`config.mk`:
```
export PLATFORM = sky130hd
export DESIGN_NAME = hazardUnit
export DESIGN_NICKNAME = d
export VERILOG_FILES = /design/src/hdl/hazardPkg.sv /design/src/hdl/hazardIfs.sv /design/src/hdl/useDecoder.sv /design/src/hdl/newTracker.sv /design/src/hdl/forwardSelect.sv /design/src/hdl/hazardCtrl.sv /design/src/hdl/hazardUnit.sv
export SDC_FILE = /design/constraint.sdc
export NUM_CORES = 1
export LEC_CHECK = 0
export BUFFER_PORTS_ARGS = -buffer_cell sky130_fd_sc_hd__clkbuf_2
export CORE_UTILIZATION = 46
export CTS_CLUSTER_DIAMETER = 80
export DETAILED_ROUTE_END_ITERATION = 10
export GPL_TIMING_DRIVEN = 1
export PLACE_DENSITY = 0.95
export SETUP_SLACK_MARGIN = 0.02
export SLEW_MARGIN = 20
export SYNTH_ARGS = -nofsm -noshare
export SYNTH_HDL_FRONTEND = slang
export SYNTH_HIERARCHICAL = 1
export SYNTH_SLANG_ARGS = --single-unit
export TNS_END_PERCENT = 100
```
`constraint.sdc`:
```
create_clock -name clk -period 8.5 [get_ports clk]
set_input_delay 1.7 -clock clk [delete_from_list [all_inputs] [get_ports clk]]
set_output_delay 1.7 -clock clk [all_outputs]
set_load 0.005 [all_outputs]
```
`src/hdl/hazardPkg.sv`:
```
package hazardPkg;

    ////////////////////////////////////////////////////////////////////////////
    // Widths
    ////////////////////////////////////////////////////////////////////////////

    localparam int REG_W = 5;
    localparam int T_W   = 2;
    localparam int FWD_W = 2;

    ////////////////////////////////////////////////////////////////////////////
    // Opcodes and funct codes
    ////////////////////////////////////////////////////////////////////////////

    localparam logic [5:0] OP_RTYPE = 6'b000000;
    localparam logic [5:0] OP_ORI   = 6'b001101;
    localparam logic [5:0] OP_LUI   = 6'b001111;
    localparam logic [5:0] OP_SW    = 6'b101011;
    localparam logic [5:0] OP_LW    = 6'b100011;
    localparam logic [5:0] OP_BEQ   = 6'b000100;
    localparam logic [5:0] OP_JAL   = 6'b000011;
    localparam logic [5:0] OP_J     = 6'b000010;

    // Only meaningful under OP_RTYPE
    localparam logic [5:0] FN_ADD = 6'b100000;
    localparam logic [5:0] FN_SUB = 6'b100010;
    localparam logic [5:0] FN_SWC = 6'b100001;
    localparam logic [5:0] FN_JR  = 6'b001000;

    // Link register written by jal
    localparam logic [REG_W-1:0] REG_RA = 5'd31;

    // Decode-stage forwarding selects
    localparam logic [FWD_W-1:0] FWD_NONE = 2'd0;
    localparam logic [FWD_W-1:0] FWD_E    = 2'd1;
    localparam logic [FWD_W-1:0] FWD_M    = 2'd2;

    ////////////////////////////////////////////////////////////////////////////
    // Instruction word, R-format and I-format views of the same bits
    ////////////////////////////////////////////////////////////////////////////

    typedef union packed {
        struct packed {
            logic [5:0]       op;
            logic [REG_W-1:0] rs;
            logic [REG_W-1:0] rt;
            logic [REG_W-1:0] rd;
            logic [4:0]       shamt;
            logic [5:0]       funct;
        } rView;
        struct packed {
            logic [5:0]       op;
            logic [REG_W-1:0] rs;
            logic [REG_W-1:0] rt;
            logic [15:0]      imm;
        } iView;
    } instrWord_u;

endpackage

```
`src/hdl/hazardIfs.sv`:
```
`timescale 1ns/100ps

// Source registers of the decode-stage instruction and when each is needed
interface useIf;
    import hazardPkg::*;

    logic [REG_W-1:0] rsNum;
    logic [REG_W-1:0] rtNum;
    logic [T_W-1:0]   tuseRs;
    logic [T_W-1:0]   tuseRt;

    modport dec (output rsNum, rtNum, tuseRs, tuseRt);
    modport chk (input  rsNum, rtNum, tuseRs, tuseRt);

endinterface

// Destinations of the instructions in execute and memory, with cycles to ready
interface prodIf;
    import hazardPkg::*;

    logic [REG_W-1:0] numE;
    logic [REG_W-1:0] numM;
    logic [T_W-1:0]   tnewE;
    logic [T_W-1:0]   tnewM;

    modport trk (output numE, numM, tnewE, tnewM);
    modport chk (input  numE, numM, tnewE, tnewM);

endinterface

```
`src/hdl/useDecoder.sv`:
```
`timescale 1ns/100ps

module useDecoder (
    input  hazardPkg::instrWord_u instr,
    useIf.dec                     srcUse
);
    import hazardPkg::*;

    logic [5:0]       op;
    logic [5:0]       funct;
    logic [REG_W-1:0] rs;
    logic [REG_W-1:0] rt;

    logic             rsRead;
    logic             rtRead;
    logic [T_W-1:0]   rsTuse;
    logic [T_W-1:0]   rtTuse;

    // Opcode and sources from the I view, funct from the R view
    assign op    = instr.iView.op;
    assign rs    = instr.iView.rs;
    assign rt    = instr.iView.rt;
    assign funct = instr.rView.funct;

    ////////////////////////////////////////////////////////////////////////////
    // Which sources are read, and how many cycles before they are needed
    ////////////////////////////////////////////////////////////////////////////

    always_comb begin
        rsRead = 1'b0;
        rtRead = 1'b0;
        rsTuse = '0;
        rtTuse = '0;
        case (op)
            OP_RTYPE: begin
                case (funct)
                    FN_ADD, FN_SUB, FN_SWC: begin
                        rsRead = 1'b1;
                        rtRead = 1'b1;
                        rsTuse = T_W'(1);
                        rtTuse = T_W'(1);
                    end
                    // Jump target is needed in decode
                    FN_JR: rsRead = 1'b1;
                    default: ;
                endcase
            end
            OP_ORI, OP_LW: begin
                rsRead = 1'b1;
                rsTuse = T_W'(1);
            end
            OP_SW: begin
                rsRead = 1'b1;
                rtRead = 1'b1;
                rsTuse = T_W'(1);
                // Store data not needed until memory stage
                rtTuse = T_W'(2);
            end
            // Compare happens in decode
            OP_BEQ: begin
                rsRead = 1'b1;
                rtRead = 1'b1;
            end
            default: ;
        endcase
    end

    // Unread sources show up as r0
    assign srcUse.rsNum  = rsRead ? rs : '0;
    assign srcUse.rtNum  = rtRead ? rt : '0;
    assign srcUse.tuseRs = rsTuse;
    assign srcUse.tuseRt = rtTuse;

endmodule

```
`src/hdl/newTracker.sv`:
```
`timescale 1ns/100ps

module newTracker (
    input  logic                  clk,
    input  logic                  arstN,
    input  hazardPkg::instrWord_u instrE,
    prodIf.trk                    prod
);
    import hazardPkg::*;

    logic [5:0]       op;
    logic [5:0]       funct;
    logic [REG_W-1:0] rt;
    logic [REG_W-1:0] rd;

    logic [REG_W-1:0] numE;
    logic [T_W-1:0]   tnewE;
    logic [REG_W-1:0] numMQ;
    logic [T_W-1:0]   tnewMQ;
    logic [T_W-1:0]   tnewNext;

    assign op    = instrE.iView.op;
    assign rt    = instrE.iView.rt;
    assign funct = instrE.rView.funct;
    assign rd    = instrE.rView.rd;

    ////////////////////////////////////////////////////////////////////////////
    // Execute-stage destination and Tnew
    ////////////////////////////////////////////////////////////////////////////

    always_comb begin
        numE  = '0;
        tnewE = '0;
        case (op)
            OP_RTYPE: begin
                if (funct == FN_ADD || funct == FN_SUB || funct == FN_SWC) begin
                    numE  = rd;
                    tnewE = T_W'(1);
                end
            end
            OP_ORI, OP_LUI: begin
                numE  = rt;
                tnewE = T_W'(1);
            end
            // Load data only exists after memory
            OP_LW: begin
                numE  = rt;
                tnewE = T_W'(2);
            end
            // Link address is ready in execute already
            OP_JAL: numE = REG_RA;
            default: ;
        endcase
    end

    ////////////////////////////////////////////////////////////////////////////
    // Memory-stage copy
    ////////////////////////////////////////////////////////////////////////////

    // One cycle closer to ready, floor at zero
    assign tnewNext = (tnewE == '0) ? '0 : tnewE - 1'b1;

    always_ff @(posedge clk or negedge arstN) begin
        if (!arstN) begin
            numMQ  <= '0;
            tnewMQ <= '0;
        end else begin
            numMQ  <= numE;
            tnewMQ <= tnewNext;
        end
    end

    assign prod.numE  = numE;
    assign prod.tnewE = tnewE;
    assign prod.numM  = numMQ;
    assign prod.tnewM = tnewMQ;

    // Longest producer is lw, so memory never waits more than one cycle
    tnewMBound: assert property (@(posedge clk) disable iff (!arstN)
        tnewMQ <= T_W'(1));

endmodule

```
`src/hdl/forwardSelect.sv`:
```
`timescale 1ns/100ps

module forwardSelect (
    useIf.chk                        srcUse,
    prodIf.chk                       prod,
    input  logic                     regWriteE,
    input  logic                     regWriteM,
    output logic [hazardPkg::FWD_W-1:0] fwdRs,
    output logic [hazardPkg::FWD_W-1:0] fwdRt,
    output logic                     matchRsE,
    output logic                     matchRsM,
    output logic                     matchRtE,
    output logic                     matchRtM
);
    import hazardPkg::*;

    // Nearest ready producer wins
    function automatic logic [FWD_W-1:0] pickFwd(
        input logic           hitE,
        input logic           hitM,
        input logic [T_W-1:0] tnE,
        input logic [T_W-1:0] tnM
    );
        logic [FWD_W-1:0] sel;
        sel = FWD_NONE;
        if (hitE && tnE == '0) begin
            sel = FWD_E;
        end else if (hitM && tnM == '0) begin
            sel = FWD_M;
        end
        return sel;
    endfunction

    ////////////////////////////////////////////////////////////////////////////
    // Producer matches
    ////////////////////////////////////////////////////////////////////////////

    // r0 is never a real dependency
    assign matchRsE = (srcUse.rsNum == prod.numE) && (srcUse.rsNum != '0) && regWriteE;
    assign matchRsM = (srcUse.rsNum == prod.numM) && (srcUse.rsNum != '0) && regWriteM;
    assign matchRtE = (srcUse.rtNum == prod.numE) && (srcUse.rtNum != '0) && regWriteE;
    assign matchRtM = (srcUse.rtNum == prod.numM) && (srcUse.rtNum != '0) && regWriteM;

    ////////////////////////////////////////////////////////////////////////////
    // Decode-stage selects
    ////////////////////////////////////////////////////////////////////////////

    always_comb begin
        fwdRs = pickFwd(matchRsE, matchRsM, prod.tnewE, prod.tnewM);
        fwdRt = pickFwd(matchRtE, matchRtM, prod.tnewE, prod.tnewM);
    end

endmodule

```
`src/hdl/hazardCtrl.sv`:
```
`timescale 1ns/100ps

module hazardCtrl (
    useIf.chk     srcUse,
    prodIf.chk    prod,
    input  logic  matchRsE,
    input  logic  matchRsM,
    input  logic  matchRtE,
    input  logic  matchRtM,
    output logic  pcWrite,
    output logic  ifIdEn,
    output logic  idExClr
);
    import hazardPkg::*;

    logic stallRsE;
    logic stallRsM;
    logic stallRtE;
    logic stallRtM;
    logic stall;

    ////////////////////////////////////////////////////////////////////////////
    // Tuse against Tnew
    ////////////////////////////////////////////////////////////////////////////

    // Value needed sooner than the producer can supply it
    assign stallRsE = matchRsE && (srcUse.tuseRs < prod.tnewE);
    assign stallRsM = matchRsM && (srcUse.tuseRs < prod.tnewM);
    assign stallRtE = matchRtE && (srcUse.tuseRt < prod.tnewE);
    assign stallRtM = matchRtM && (srcUse.tuseRt < prod.tnewM);

    assign stall = stallRsE || stallRsM || stallRtE || stallRtM;

    ////////////////////////////////////////////////////////////////////////////
    // Pipeline enables
    ////////////////////////////////////////////////////////////////////////////

    // Freeze fetch and decode, bubble into execute
    always_comb begin
        pcWrite = !stall;
        ifIdEn  = !stall;
        idExClr = stall;
    end

    // A bubble while fetch still advances would drop an instruction
    always_comb begin
        noAdvanceOnBubble: assert (!(pcWrite && idExClr))
            else $error("pc advances while execute takes a bubble");
    end

endmodule

```
`src/hdl/hazardUnit.sv`:
```
`timescale 1ns/100ps

module hazardUnit (
    input  logic                        clk,
    input  logic                        arstN,
    input  logic [31:0]                 instrD,
    input  logic [31:0]                 instrE,
    input  logic                        regWriteE,
    input  logic                        regWriteM,
    output logic                        pcWrite,
    output logic                        ifIdEn,
    output logic                        idExClr,
    output logic [hazardPkg::FWD_W-1:0] fwdRs,
    output logic [hazardPkg::FWD_W-1:0] fwdRt
);

    logic matchRsE;
    logic matchRsM;
    logic matchRtE;
    logic matchRtM;

    useIf  useBus ();
    prodIf prodBus ();

    // Consumer side
    useDecoder uUseDecoder (
        .instr  (instrD),
        .srcUse (useBus.dec)
    );

    // Producer side
    newTracker uNewTracker (
        .clk    (clk),
        .arstN  (arstN),
        .instrE (instrE),
        .prod   (prodBus.trk)
    );

    forwardSelect uForwardSelect (
        .srcUse    (useBus.chk),
        .prod      (prodBus.chk),
        .regWriteE (regWriteE),
        .regWriteM (regWriteM),
        .fwdRs     (fwdRs),
        .fwdRt     (fwdRt),
        .matchRsE  (matchRsE),
        .matchRsM  (matchRsM),
        .matchRtE  (matchRtE),
        .matchRtM  (matchRtM)
    );

    hazardCtrl uHazardCtrl (
        .srcUse   (useBus.chk),
        .prod     (prodBus.chk),
        .matchRsE (matchRsE),
        .matchRsM (matchRsM),
        .matchRtE (matchRtE),
        .matchRtM (matchRtM),
        .pcWrite  (pcWrite),
        .ifIdEn   (ifIdEn),
        .idExClr  (idExClr)
    );

endmodule

```
# After elaboration in Yosys (flattened, before gate mapping)
# Index checks and enable logic that the tools add are counted.
[totals]
latchBits = 0
mem_count = 0
ff_bits = 7
ram_bits = 0
mem_bits_ro = 0
output_inout_bits = 7
[classes]
shifts = 0
n_bitwise = 0
div_mod_pow = 0
n_lt_le_gt_ge = 4
n_mul = 0
muxes = 18
reduce_logical = 35
n_addsub = 1
eq_ne = 19
[op_table]
columns = ["operator", "n"]
rows = [
  ["$eq A6 B6 Y1 const B", 9],
  ["$eq A6 B4 Y1 const B", 4],
  ["$eq A5 B5 Y1", 4],
  ["$logic_and A1 B1 Y1", 16],
  ["$mux W5", 3],
  ["$pmux W5 S3", 1],
  ["$logic_not A6 Y1", 2],
  ["$mux W2", 5],
  ["$reduce_bool A5 Y1", 2],
  ["$reduce_or A3 Y1", 3],
  ["$lt A2 B2 Y1", 4],
  ["$pmux W2 S2", 2],
  ["$reduce_or A4 Y1", 2],
  ["$eq A6 B2 Y1 const B", 1],
  ["$eq A6 B3 Y1 const B", 1],
  ["$pmux W2 S3", 1],
  ["$logic_or A1 B1 Y1", 5],
  ["$logic_not A2 Y1", 2],
  ["$mux W1", 4],
  ["$pmux W1 S2", 2],
  ["$reduce_or A2 Y1", 2],
  ["$sub A2 B1 Y2 const B", 1],
  ["$logic_not A1 Y1", 1],
]

# Logic depth before layout (Yosys ltp)
[depth]
depth_word = 13
depth_mapped = 12
depth_no_buf = 10

# Hierarchy
# The synthesis kept the hierarchy.
[modules_own_cells]
columns = ["mod", "seq_area_each_um2", "cells_per_inst", "area_each_um2", "n_inst"]
rows = [
  ["forwardSelect", 0.0, 49, 349.1, 1],
  ["newTracker", 175.2, 28, 339.1, 1],
  ["useDecoder", 0.0, 45, 319.1, 1],
  ["hazardCtrl", 0.0, 21, 151.4, 1],
]

# Worst setup path after synthesis
# Ideal clock, no wire load.
[synth_timing]
path_type = "input-to-output"
start = "input port instrD[27]"
end = "output port pcWrite"
setup_slack_ns = 2.881
arrival_ns = 3.919
required_ns = 6.800
stages = 10
path_cell_list = "and4b_2 > a32oi_1 > a21boi_1 > or4_4 > a21oi_1 > nor2_1 > nand2b_1 > a21oi_1 > nor4_1 > buf_4"
[synth_between]
elab_cells_between_ends = 40
classes_between = "order compare (4); eq/ne (8); mux (6); reduce/logical (22)"
[synth_rtl]
columns = ["item", "line_no", "text"]
rows = [
  ["start, declared", "hazardUnit.sv:6", "input logic [31:0] instrD,"],
  ["$eq A6 B3 Y1 / $eq A6 B6 Y1 (equally long branches)", "useDecoder.sv:34", "case (op)"],
  ["$reduce_or A2 Y1 (no source line)", "-", ""],
  ["$pmux W1 S2 (*)", "useDecoder.sv:34", ""],
  ["$mux W5 (*)", "useDecoder.sv:70", "assign srcUse.rtNum = rtRead ? rt : '0;"],
  ["named net useBus.rtNum[0]", "hazardIfs.sv:8", "logic [REG_W-1:0] rtNum;"],
  ["$eq A5 B5 Y1 / $reduce_bool A5 Y1 (equally long branches)", "forwardSelect.sv:42", "assign matchRtM = (srcUse.rtNum == prod.numM) && (srcUse.rtNum != '0) && regWriteM;"],
  ["$logic_and A1 B1 Y1 (*) (2 in a row)", "forwardSelect.sv:42", ""],
  ["named net matchRtM", "hazardUnit.sv:20", "logic matchRtM;"],
  ["$logic_and A1 B1 Y1 (*)", "hazardCtrl.sv:30", "assign stallRtM = matchRtM && (srcUse.tuseRt < prod.tnewM);"],
  ["$logic_or A1 B1 Y1 (*)", "hazardCtrl.sv:32", "assign stall = stallRsE || stallRsM || stallRtE || stallRtM;"],
  ["$logic_not A1 Y1 (*)", "-", ""],
  ["end, declared", "hazardUnit.sv:10", "output logic pcWrite,"],
]
# The timed path passes the listed nets; every way through them passes the cells marked *.

# Worst setup path after layout
[layout_timing]
start = "input port instrD[27]"
end = "output port idExClr"
[layout_between]
elab_cells_between_ends = 39
classes_between = "order compare (4); eq/ne (8); mux (6); reduce/logical (21)"
[layout_rtl]
columns = ["item", "line_no", "text"]
rows = [
  ["$eq A6 B3 Y1 / $eq A6 B6 Y1 (equally long branches)", "useDecoder.sv:34", ""],
  ["$reduce_or A2 Y1 (no source line)", "-", ""],
  ["$pmux W1 S2 (*)", "useDecoder.sv:34", ""],
  ["$mux W5 (*)", "useDecoder.sv:70", ""],
  ["named net useBus.rtNum[0]", "hazardIfs.sv:8", ""],
  ["$eq A5 B5 Y1 / $reduce_bool A5 Y1 (equally long branches)", "forwardSelect.sv:42", ""],
  ["$logic_and A1 B1 Y1 (*) (2 in a row)", "forwardSelect.sv:42", ""],
  ["named net matchRtM", "hazardUnit.sv:20", ""],
  ["$logic_and A1 B1 Y1 (*)", "hazardCtrl.sv:30", ""],
  ["$logic_or A1 B1 Y1 (*)", "hazardCtrl.sv:32", ""],
  ["end, declared", "hazardUnit.sv:12", "output logic idExClr,"],
]
# Marks and branches as above.

==> metrics.cfg <==
[status]
status = complete, no violations

[setup_path]
worstSetupEndpointType = primary output
critPathMaxFanout = 5
critical_path.n_buffers_inverters = 2
cpPeakStageDelay_ns = 0.59
critical_path_arrival_ns = 4.39
critPathTopFamily = simple AND/OR/NAND/NOR gates
critical_path.startpoint_type = input pin
cp.required_ns = 6.80
cpMaxStageDelayCell = sky130_fd_sc_hd__or4_4
worstPathCellList = clkbuf_2 > and4b_2 > a32oi_1 > a21boi_1 > or4_4 > a21oi_1 > nor2_1 > nand2b_1 > a21oi_1 > or4_1 > clkbuf_2
timing_worst_setup_path_type = input pin to primary output

[power_and_ir_drop]
power_frac_clock = 0.270
power_switching_share = 0.313
p_seq_frac = 0.335
cellInternalPower_mw = 0.0718
p_leak_nw = 0.697
p_per_area_nw_per_um2 = 71.5
power.net_switching_mw = 0.0327
power.ir.vdd_worst_mv = 0.0576
share_comb_of_total_power = 0.395

[timing]
remaining_max_slew_budget_at_the_tightest_pin = 0.605
hold_viol_final = 0
finalSetupViolations = 0
max_clock_freq_mhz = 164
finalWorstPathRequiredPeriod_ns = 6.09
layout_worst_path_cycle_share = 0.717
maxSlewViolCount = 0
fin_tns_setup_ns = 0
grt_setup_unrepaired = no
worst-slew-pin-transition_ns = 0.590
final.hold.worst_slack_ns = 1.28

[clock_tree]
max-clock-path-buffers = 2
cts_buffers = 3
cts_htree_levels = 1
root_buffer = sky130_fd_sc_hd__clkbuf_4
postCtsResizedCells = 0
post-cts-setup-buffers = 0
tritoncts = done
post_cts_hold_buffer_count = 0
clkTransAtPathRegs_ns = 0.05
clock-sinks = 7

[route]
viasPerCell = 5.73
drt-total-wl_mm = 2.99
route.vias.total = 1290
detailedRoute.firstPassIterationCount = 4
drt-initial-drc-count = 13
route.detailed.drc = 0
ant_nets = 0
post_drt_wl_per_cell_um = 13.3

[die]
die_y_um = 52.2
core_um2 = 2300
design.portCount = 75
core.rowCount = 17
fp.dieArea_um2 = 2720
die_width_um = 52.2
start_util = 0.504

[logic_synthesis]
synth_ff_type = sky130_fd_sc_hd__dfrtp_1
yosys.cell_types.count = 41
synth_largest_area_cell = sky130_fd_sc_hd__dfrtp_1
synth_warnings = 6
synth-async-reset-ratio = 1.00
seq_area_frac_synth = 0.151
cells_taking_the_most_area_after_synthesis = sky130_fd_sc_hd__dfrtp_1 15%, sky130_fd_sc_hd__xnor2_1 6.8%, sky130_fd_sc_hd__xor2_1 6.0%, sky130_fd_sc_hd__nor3b_1 5.2%, sky130_fd_sc_hd__a221o_1 4.3%
yosys.area.top_type_share = 0.151
synth.net_count = 215
syn_area_um2 = 1160
synthCells = 143
synth.most_common_cell = sky130_fd_sc_hd__nor2_1
post_synth.cell_area_avg_um2 = 8.10
synth_edf_count = 0
synth_top_cells_by_count = 10 x sky130_fd_sc_hd__nor2_1, 9 x sky130_fd_sc_hd__inv_1, 9 x sky130_fd_sc_hd__xnor2_1
yosys_register_bits = 7

[global_routing]
grt_overflow = 0
total_global_route_track_usage = 0.222
pin_count_of_the_biggest_net_entering_global_routing = 9
initial_antenna_violation_count = 0
grt_first_pass_wirelength_mm = 4.56
number_of_global_route_vias_before_repair = 1158

[final_layout]
final_layout_size_suffix_gt1_frac = 0.360
nNetsFinal = 270
syn2layout_area_growth_pct = 26.2
antenna-diode-count = 0

[placed_design]
final_replace_weighted_congestion = 0.813
place.detailed.hpwl_mm = 2.52
placement.io_buffers = 54

[job]
cap_viol_max_count = 0

[hold_path]
min-delay-path-class = input pin to async pin

==> area by class of cell <==
class	count	area, um2
inverter	9	33.8
tap	28	35.0
fill	204	835
multi-input combinational	123	922
clock buffer	4	26.3
sequential	7	175
timing repair buffer	54	270
==> logic make-up after synthesis <==
| logic type | Yosys count | synth area share |
|---|---|---|
| buffers and inverters | 13 | 0.0529 |
| adders and majority gates | 4 | 0.0432 |
| AOI/OAI and AO/OA | 31 | 0.214 |
| and+or+nand+nor | 69 | 0.404 |
| DFF | 7 | 0.151 |
| xor gates and xnor gates | 17 | 0.129 |
| other | 2 | 0.00648 |
==> state kept, by name, summed over array words and instances, names as in the netlist <==
name,cells
uNewTracker/prod.numM,5
uNewTracker/prod.tnewM,2
==> stage by stage <==
step / worst slack [ns] / std cells / util / instance area [um2] / power, mW
floorplan: 2.88 / 143 / - / 1160 / 0.0576
CTS: 2.46 / 225 / 0.637 / 1460 / 0.105
global route: 2.30 / 225 / 0.637 / 1460 / 0.113
global placement: 2.54 / 221 / 0.625 / 1440 / 0.0754
detailed placement: 2.48 / 221 / 0.625 / 1440 / 0.0763
finish: 2.41 / 225 / 0.637 / 1460 / 0.105
==> path summary, 6_finish.rpt <==
kind / to / depth (start not counted) / slack (ns) / startpoint
setup / recovery: idExClr / 11 / 2.41 / instrD[27]
hold / removal: uNewTracker/prod.numM[4] / 1 / 1.28 / arstN
max in group asynchronous: uNewTracker/prod.numM[1] / 1 / 7.06 / arstN
min in group clk: uNewTracker/prod.tnewM[0] / 2 / 1.67 / instrE[30]
==> routing by layer <==
metal	share of wire	global-route usage
met3	0.054	0.0145
met1	0.46	0.270
met4	0.0033	0.0658
met5	0	0
met2	0.48	0.412
==> cells in the final DEF, fill, tap and decap left out, drive strengths merged, types with 4 or more instances in the layout <==
cell type	Yosys	routed
clkbuf	0	58
nor2	10	10
a21oi	10	10
xnor2	9	9
inv	9	9
nand2b	9	9
nor3b	8	8
xor2	8	8
nand3	8	8
dfrtp	7	7
nor3	6	6
nand2	5	5
a221o	5	5
a21boi	5	5
o32ai	5	5
and2	4	4
ha	4	4
nor4	4	4
==> power groups by stage <==
stage / Sequential, mW / Clock [mW] / Combinational [mW]
after floorplan: 0.0353 / 0 / 0.0223
after global placement: 0.0355 / 0 / 0.0399
after detailed placement: 0.0356 / 0 / 0.0407
after CTS: 0.0350 / 0.0295 / 0.0410
after global routing: 0.0351 / 0.0324 / 0.0453
final: 0.0351 / 0.0282 / 0.0413
Power figures use the tool's default switching activity.
